--- src/rtl/rv64_pkg.sv ---
`default_nettype none

package rv64_pkg;

    localparam int XLEN = 64;

    typedef logic [XLEN-1:0] xlen_t;
    typedef logic [31:0]     instr_t;
    typedef logic [4:0]      reg_addr_t;

    localparam int DMEM_BYTES = 1024;
    localparam int DMEM_AW    = $clog2(DMEM_BYTES);

    typedef logic [DMEM_AW-1:0] dmem_addr_t; // Byte index, wraps at DMEM_BYTES

    localparam xlen_t RESET_PC = '0;

    // Write-back source select
    localparam logic [1:0] WB_ALU  = 2'd0;
    localparam logic [1:0] WB_LOAD = 2'd1;
    localparam logic [1:0] WB_PC4  = 2'd2;

    // Major opcodes of the kept RV64I subset
    typedef enum logic [6:0] {
        OPC_LUI    = 7'b0110111,
        OPC_AUIPC  = 7'b0010111,
        OPC_JAL    = 7'b1101111,
        OPC_JALR   = 7'b1100111,
        OPC_BRANCH = 7'b1100011,
        OPC_LOAD   = 7'b0000011,
        OPC_STORE  = 7'b0100011,
        OPC_OP_IMM = 7'b0010011,
        OPC_OP     = 7'b0110011
    } opcode_e;

    typedef enum logic [3:0] {
        ALU_ADD    = 4'd0,
        ALU_SUB    = 4'd1,
        ALU_SLT    = 4'd2,
        ALU_SLTU   = 4'd3,
        ALU_AND    = 4'd4,
        ALU_OR     = 4'd5,
        ALU_XOR    = 4'd6,
        ALU_SLL    = 4'd7,
        ALU_SRL    = 4'd8,
        ALU_SRA    = 4'd9,
        ALU_PASS_B = 4'd10 // LUI
    } alu_op_e;

    // Branch funct3 encodings
    typedef enum logic [2:0] {
        BR_EQ  = 3'b000,
        BR_NE  = 3'b001,
        BR_LT  = 3'b100,
        BR_GE  = 3'b101,
        BR_LTU = 3'b110,
        BR_GEU = 3'b111
    } branch_e;

endpackage

`default_nettype wire

--- src/rtl/rv64_decoder.sv ---
`default_nettype none

module rv64_decoder (
    input  wire rv64_pkg::instr_t instr,
    input  wire                   reset_n,
    output rv64_pkg::reg_addr_t   rs1_addr,
    output rv64_pkg::reg_addr_t   rs2_addr,
    output rv64_pkg::reg_addr_t   rd_addr,
    output logic                  rd_write,
    output rv64_pkg::alu_op_e     alu_op,
    output logic                  alu_src_imm,
    output logic                  pc_src,
    output rv64_pkg::xlen_t       imm,
    output logic                  load,
    output logic                  store,
    output logic [2:0]            mem_size,
    output logic                  branch,
    output rv64_pkg::branch_e     branch_kind,
    output logic                  jump,
    output logic                  jump_reg,
    output logic [1:0]            wb_sel
);

    logic [2:0]      funct3;
    logic [6:0]      funct7;
    logic            writes_rd;
    rv64_pkg::xlen_t imm_i;
    rv64_pkg::xlen_t imm_s;
    rv64_pkg::xlen_t imm_b;
    rv64_pkg::xlen_t imm_u;
    rv64_pkg::xlen_t imm_j;

    assign funct3   = instr[14:12];
    assign funct7   = instr[31:25];
    assign rs1_addr = instr[19:15];
    assign rs2_addr = instr[24:20];
    assign rd_addr  = instr[11:7];

    assign imm_i = {{52{instr[31]}}, instr[31:20]};
    assign imm_s = {{52{instr[31]}}, instr[31:25], instr[11:7]};
    assign imm_b = {{52{instr[31]}}, instr[7], instr[30:25], instr[11:8], 1'b0};
    assign imm_u = {{32{instr[31]}}, instr[31:12], 12'b0};
    assign imm_j = {{44{instr[31]}}, instr[19:12], instr[20], instr[30:21], 1'b0};

    assign mem_size    = funct3; // Raw size and unsigned flag
    assign branch_kind = rv64_pkg::branch_e'(funct3);

    always_comb begin
        writes_rd   = 1'b0;
        alu_op      = rv64_pkg::ALU_ADD;
        alu_src_imm = 1'b0;
        pc_src      = 1'b0;
        imm         = '0;
        load        = 1'b0;
        store       = 1'b0;
        branch      = 1'b0;
        jump        = 1'b0;
        jump_reg    = 1'b0;
        wb_sel      = rv64_pkg::WB_ALU;
        case (rv64_pkg::opcode_e'(instr[6:0]))
            rv64_pkg::OPC_LUI: begin
                writes_rd   = 1'b1;
                alu_src_imm = 1'b1;
                alu_op      = rv64_pkg::ALU_PASS_B;
                imm         = imm_u;
            end
            rv64_pkg::OPC_AUIPC: begin
                writes_rd   = 1'b1;
                alu_src_imm = 1'b1;
                pc_src      = 1'b1;
                imm         = imm_u;
            end
            rv64_pkg::OPC_JAL: begin
                writes_rd = 1'b1;
                jump      = 1'b1;
                imm       = imm_j;
                wb_sel    = rv64_pkg::WB_PC4;
            end
            rv64_pkg::OPC_JALR: begin
                if (funct3 == 3'b000) begin
                    writes_rd = 1'b1;
                    jump      = 1'b1;
                    jump_reg  = 1'b1;
                    imm       = imm_i;
                    wb_sel    = rv64_pkg::WB_PC4;
                end
            end
            rv64_pkg::OPC_BRANCH: begin
                branch = (funct3[2:1] != 2'b01); // 010 and 011 are reserved
                imm    = imm_b;
            end
            rv64_pkg::OPC_LOAD: begin
                if (funct3 != 3'b111) begin
                    writes_rd   = 1'b1;
                    load        = 1'b1;
                    alu_src_imm = 1'b1;
                    imm         = imm_i;
                    wb_sel      = rv64_pkg::WB_LOAD;
                end
            end
            rv64_pkg::OPC_STORE: begin
                store       = ~funct3[2];
                alu_src_imm = 1'b1;
                imm         = imm_s;
            end
            rv64_pkg::OPC_OP_IMM: begin
                writes_rd   = 1'b1;
                alu_src_imm = 1'b1;
                imm         = imm_i;
                case (funct3)
                    3'b000: alu_op = rv64_pkg::ALU_ADD;
                    3'b010: alu_op = rv64_pkg::ALU_SLT;
                    3'b011: alu_op = rv64_pkg::ALU_SLTU;
                    3'b100: alu_op = rv64_pkg::ALU_XOR;
                    3'b110: alu_op = rv64_pkg::ALU_OR;
                    3'b111: alu_op = rv64_pkg::ALU_AND;
                    3'b001: begin
                        alu_op    = rv64_pkg::ALU_SLL;
                        writes_rd = (funct7[6:1] == 6'b000000);
                    end
                    default: begin // 3'b101, SRLI or SRAI
                        alu_op    = funct7[5] ? rv64_pkg::ALU_SRA : rv64_pkg::ALU_SRL;
                        writes_rd = ({funct7[6], funct7[4:1]} == 5'b00000);
                    end
                endcase
            end
            rv64_pkg::OPC_OP: begin
                writes_rd = 1'b1;
                case ({funct7, funct3})
                    {7'h00, 3'b000}: alu_op = rv64_pkg::ALU_ADD;
                    {7'h20, 3'b000}: alu_op = rv64_pkg::ALU_SUB;
                    {7'h00, 3'b001}: alu_op = rv64_pkg::ALU_SLL;
                    {7'h00, 3'b010}: alu_op = rv64_pkg::ALU_SLT;
                    {7'h00, 3'b011}: alu_op = rv64_pkg::ALU_SLTU;
                    {7'h00, 3'b100}: alu_op = rv64_pkg::ALU_XOR;
                    {7'h00, 3'b101}: alu_op = rv64_pkg::ALU_SRL;
                    {7'h20, 3'b101}: alu_op = rv64_pkg::ALU_SRA;
                    {7'h00, 3'b110}: alu_op = rv64_pkg::ALU_OR;
                    {7'h00, 3'b111}: alu_op = rv64_pkg::ALU_AND;
                    default:         writes_rd = 1'b0;
                endcase
            end
            default: ; // Not kept, runs as a no-op
        endcase
        if (!reset_n) begin
            load     = 1'b0;
            store    = 1'b0;
            branch   = 1'b0;
            jump     = 1'b0;
            jump_reg = 1'b0;
        end
    end

    assign rd_write = writes_rd && (rd_addr != '0) && reset_n;

endmodule

`default_nettype wire

--- config.mk ---
export PLATFORM = sky130hd
export DESIGN_NAME = rv64_decoder
export DESIGN_NICKNAME = d
export VERILOG_FILES = /design/src/rtl/rv64_pkg.sv /design/src/rtl/rv64_decoder.sv
export SDC_FILE = /design/constraint.sdc
export NUM_CORES = 1
export LEC_CHECK = 0
export BUFFER_PORTS_ARGS = -buffer_cell sky130_fd_sc_hd__buf_2
export CAP_MARGIN = 0
export CORE_UTILIZATION = 30
export DETAILED_ROUTE_END_ITERATION = 12
export PLACE_DENSITY = 0.81
export REMOVE_ABC_BUFFERS = 1
export SYNTH_ARGS = -nofsm -noshare
export SYNTH_HDL_FRONTEND = slang
export SYNTH_SLANG_ARGS = --single-unit
--- constraint.sdc ---
create_clock -name vclk -period 2.9
set_clock_uncertainty 0.1 [all_clocks]
set_input_delay 0.145 -clock vclk [all_inputs]
set_output_delay 0.145 -clock vclk [all_outputs]
set_load 0.01 [all_outputs]
Yosys cells after proc, flatten, opt, wreduce, memory -nomap -nowiden
Cells that the tools add are included.
{"block": "op_classes", "reduce_logical": 12, "n_mux": 27, "bitwise": 1, "n_lt_le_gt_ge": 0, "n_eq_ne": 26, "n_addsub": 0, "mul": 0, "shifts": 0, "n_div": 0}
{"op": "$pmux 64 s7", "n": 1}
{"op": "$mux 64", "n": 2}
{"op": "$eq 10x3->1 const B", "n": 4}
{"op": "$pmux 4 s9", "n": 1}
{"op": "$pmux 4 s7", "n": 1}
{"op": "$eq 7x6->1 const B", "n": 3}
{"op": "$eq 7x7->1 const B", "n": 3}
{"op": "$eq 10x2->1 const B", "n": 2}
{"op": "$eq 10x9->1 const B", "n": 2}
{"op": "$mux 1", "n": 15}
{"op": "$eq 7x5->1 const B", "n": 2}
{"op": "$pmux 4 s3", "n": 1}
{"op": "$eq 10x1->1 const B", "n": 1}
{"op": "$logic_not 10->1", "n": 1}
{"op": "$reduce_or 10->1", "n": 1}
{"op": "$eq 3x3->1 const B", "n": 3}
{"op": "$eq 7x2->1 const B", "n": 1}
{"op": "$eq 3x2->1 const B", "n": 2}
{"op": "$logic_not 6->1", "n": 1}
{"op": "$pmux 1 s2", "n": 3}
{"op": "$pmux 2 s3", "n": 1}
{"op": "$reduce_or 6->1", "n": 1}
{"op": "$logic_not 5->1", "n": 1}
{"op": "$pmux 1 s5", "n": 1}
{"op": "other kinds (11)", "n": 12}
{"block": "word_totals", "in_bits": 33, "out_inout_bits": 99, "latchBits": 0, "wordCells": 66, "memories": 0, "ramBits": 0, "mem_bits_ro": 0, "register_bits": 0}

Longest topological paths before layout
{"block": "depth", "depth_word": 6, "depth_mapped": 8, "ltp_nobuf": 5}

Worst setup path before layout
No wires, ideal clock.
{"block": "synth_timing", "kind": "input -> output", "from": "input instr[3]", "to": "output imm[32]", "cell_stages": 6, "arrival_ps": 1975, "required_time_ps": 2655, "n_path_buf": 2, "path_slack_ps": 680, "path_cell_list": "clkbuf_1 -> nand4b_1 -> nand2b_1 -> nand2_1 -> o21a_1 -> buf_4"}
{"block": "synth_between", "elab_chain_len": 3, "word_cells_on_any_way": 10, "classes_between": "8 x eq/ne; 1 x mux; 1 x reduce/logical"}
{"element": "from (decl)", "line_no": "rv64_decoder.sv:4", "text": "input wire rv64_pkg::instr_t instr,"}
{"element": "$eq 7x5->1 or $eq 7x6->1 (tied branches)", "line_no": "rv64_decoder.sv:60", "text": "case (rv64_pkg::opcode_e'(instr[6:0]))"}
{"element": "$reduce_or 2->1 (no source line)"}
{"element": "$pmux 64 s7 (*)", "line_no": "rv64_decoder.sv:60"}
{"element": "to (decl)", "line_no": "rv64_decoder.sv:13", "text": "output rv64_pkg::xlen_t imm,"}
Every way passes the cells marked *; elsewhere a longest branch is shown, timed or not.

Worst setup path after layout
{"block": "layout_timing", "from": "input instr[3]", "to": "output imm[55]"}
The elaborated chain is that of the path after synthesis.

==> summary.md <==
| Metric | Value |
|---|---|
| Status | finished, final reports clean |
| Storage element area | 0 µm² |
| Ys Warns | 0 |
| Antenna Nets Post-Route | 0 |
| Worst path arrival time | between 2 and 2.5 ns |
| Num sequential | 0 |
| Drt via density | ~4.7 |
| Startpoint class of the critical path | input port |
| Hold crit path type | input port to output port |
| Vias | 1,520 |
| Fill count | between 400 and 500 |
| Cell Area, Synth | roughly 1300 µm² |
| Initial antenna violation count | 0 |
| CTS Hold Buffers Added | 0 |
| CP dominant cell by count | buf_2 |
| Top cells by area, synth | buf_4, nand2_1, nor2b_1 |
| Max Cap Viol | 0 |
| Post-Syn Instances | roughly 200 |
| Combinational share of power | 100.0% |
| Buffers on Ports | 132 |
| Static Leak | ~1.1 nW |
| Clock group share of total power | 0% |
| Hold Path Cell Cnt | 2 |
| CP max stage delay | roughly 0.64 ns |
| Post_cts resized | 0 |
| Die width | 67.3 µm |
| Synthesized area per cell | between 6 and 7 µm² |
| Post-layout nets | approximately 310 |
| Grt met2 use | 27.0% |
| Post-Layout Cell Count | roughly 320 |
| Largest net degree at the start of global routing | 34 |
| Placed cell areas | about 1500 µm² |
| Worst hold start | instr[18] |
| Vias in the first global route | 1,200 |
| First-pass DRT Iterations | 4 |
| Setup crit end kind | output port |
| Initial Utilization | between 30% and 40% |
| Final worst slack | 0.441 ns |
| WS Path Type | input port to output port |
| Post-synthesis sequential area ratio | 0% |
| Clock period minus worst slack | approximately 2.5 ns |
| Required time worst endpoint | 2.65 ns |
| FMAX | just over 400 MHz |
| Met1 GRT Util | a little under a quarter |
| Tot GR Track Use | roughly 16% |
| Slowest stage cell, crit path | o21a_1 |
| Met3 Resource Use GR | 1.52% |
| Overflow after GRT | 0 |
| Ratio of cells with drive above 1 in the final layout | between 50% and 60% |
| Internal power | 0.0000525 W |
| VDD IR-drop max | around 0.041 mV |
| Worst-path fanout max | 33 |
| Hold EP | rs1_addr[3] |
| Num ports | between 100 and 150 |
| Top-area cell type share of the netlist area | about 32% |
| Placed insts | 321 |
| First-pass GRT wire length | a little under 6 mm |
| GRT busiest layer | met2 |
| DRC viols | 0 |
| Core Rows | 23 |
| Fin. max-slew vios | 0 |
| HPWL Detailed | 3.31 mm |
| WL/cell | 12.6 µm |
| Final instance area | 1540 µm² |
| Worst-margin pin slew | 0.816 ns |
| Final period util | a little over four fifths |
| Final wirelength | 4.05 mm |
| Distinct cells, synth | around 40 |
| Clkbuf count | 0 |
| Critical path, cell by cell | buf_2 > nand4b_1 > nand2b_1 > nand2_1 > o21a_1 > buf_2 |
| Sw power | roughly 0.000078 W |
| Relative max-transition margin | a little under half |
| Layout area overhead | 20.5% |
| Ant diodes | 0 |
| RSZ-0062 raised after global routing | false |
| RD Place Congestion | a little under 0.9 |
| Final setup vio count | 0 |
| Core box area | a little over 4000 µm² |
| Die height | just under 70 µm |
| DR iter-0 viols | about 50 |
| Final Hold Vio Count | 0 |
| Setup Fix Bufs, Post-CTS | 0 |
| Sequential group share of total power | 0% |
| Die area | approximately 4500 µm² |
| Footprint of the multi-input gates | between 700 and 800 µm² |
| Sw Share | approximately three fifths |
| CP Launch Point | instr[3] |
| PwrDens | between 80 and 90 nW/µm² |
| Post-Place Setup Slack | around 0.47 ns |
| Post-synth top area cell | buf_4 |
## cell usage after synthesis, drive strengths merged, types with 2 or more instances
library cell and number:
a22o 4, buf 61, a32o 2, clkbuf 5
o21a 3, a21oi 3, nor4 3, o21ai 6
nand2b 6, nor2b 11, nand2 38, and3 2
nor3 5, nand3 3, nand4 3, a2111oi 3
o31ai 2, nor2 10, inv 4, and2 6
a21o 8
## worst max path at each step
stage	end	cells after the start
2_1_floorplan	imm[31]	4
4_1_cts	imm[51]	6
3_5_place_dp	imm[51]	6
3_3_place_gp	imm[31]	6
5_1_grt	imm[55]	6
6_report	imm[55]	6
## final cells by class
class | count | share of cell area [%]
inverters | 4 | 0.974
multi-input cells | 134 | 51.6
repair buffers | 133 | 43.3
well taps | 50 | 4.06
## routing by layer
layer	vias to the layer above	wire length, µm	share of wire [%]
met1	674	1790	44
met2	64	1990	49
met4	0	23	0.57
li1	778	-	-
met5	-	0	0
met3	4	247	6.1
## cells in the final DEF (no fill, tap or decap), types with 2 or more instances in the layout
cell / netlist / layout
a2111oi_0: 3 / 3
a21o_1: 8 / 8
a21oi_1: 3 / 3
a22o_1: 4 / 4
a32o_1: 2 / 2
and2_1: 6 / 6
and3_1: 2 / 2
buf_2: 5 / 132
inv_1: 4 / 4
nand2_1: 38 / 38
nand2b_1: 6 / 6
nand3_1: 3 / 3
nand4_1: 3 / 3
nor2_1: 10 / 10
nor2b_1: 11 / 11
nor3_1: 4 / 4
nor4_1: 3 / 3
o21a_1: 3 / 3
o21ai_0: 5 / 5
o31ai_1: 2 / 2
## cell families (layout without fill, tap and decap cells)
group / after synthesis / count (layout) / share of synthesized area [%]
buffers and inverters: 70 / 137 / 37.8
AO/OA/AOI/OAI: 37 / 37 / 22.9
AND/OR/NAND/NOR: 94 / 94 / 37.2
XOR/XNOR: 2 / 2 / 1.37
multiplexers: 1 / 1 / 0.783
## through the flow
stage | hold WS, ns | setup TNS (ns) | utilization (%) | power (W)
after floorplan | 0.190 | -14.03 | - | 0.0000438
after global placement | 0.397 | 0 | 38.0 | 0.000128
after detailed placement | 0.392 | 0 | 38.0 | 0.000129
after CTS | 0.393 | 0 | 38.0 | 0.000130
after global routing | 0.411 | 0 | 38.0 | 0.000143
final | 0.393 | 0 | 38.0 | 0.000130
## power by group through the flow
stage	Sequential, W	Clock, W	Combinational [W]
after floorplan	0	0	0.0000438
after global placement	0	0	0.000128
after detailed placement	0	0	0.000129
after CTS	0	0	0.000130
after global routing	0	0	0.000143
final	0	0	0.000130
## worst max-delay path, delay by kind of cell
kind | cells | cell delay, ns
AOI/OAI and AO/OA | 1 | 0.64
and+or+nand+nor | 3 | 1.01
buffers and inverters | 2 | 0.42
Note: power is estimated with default switching activity, not from simulation.
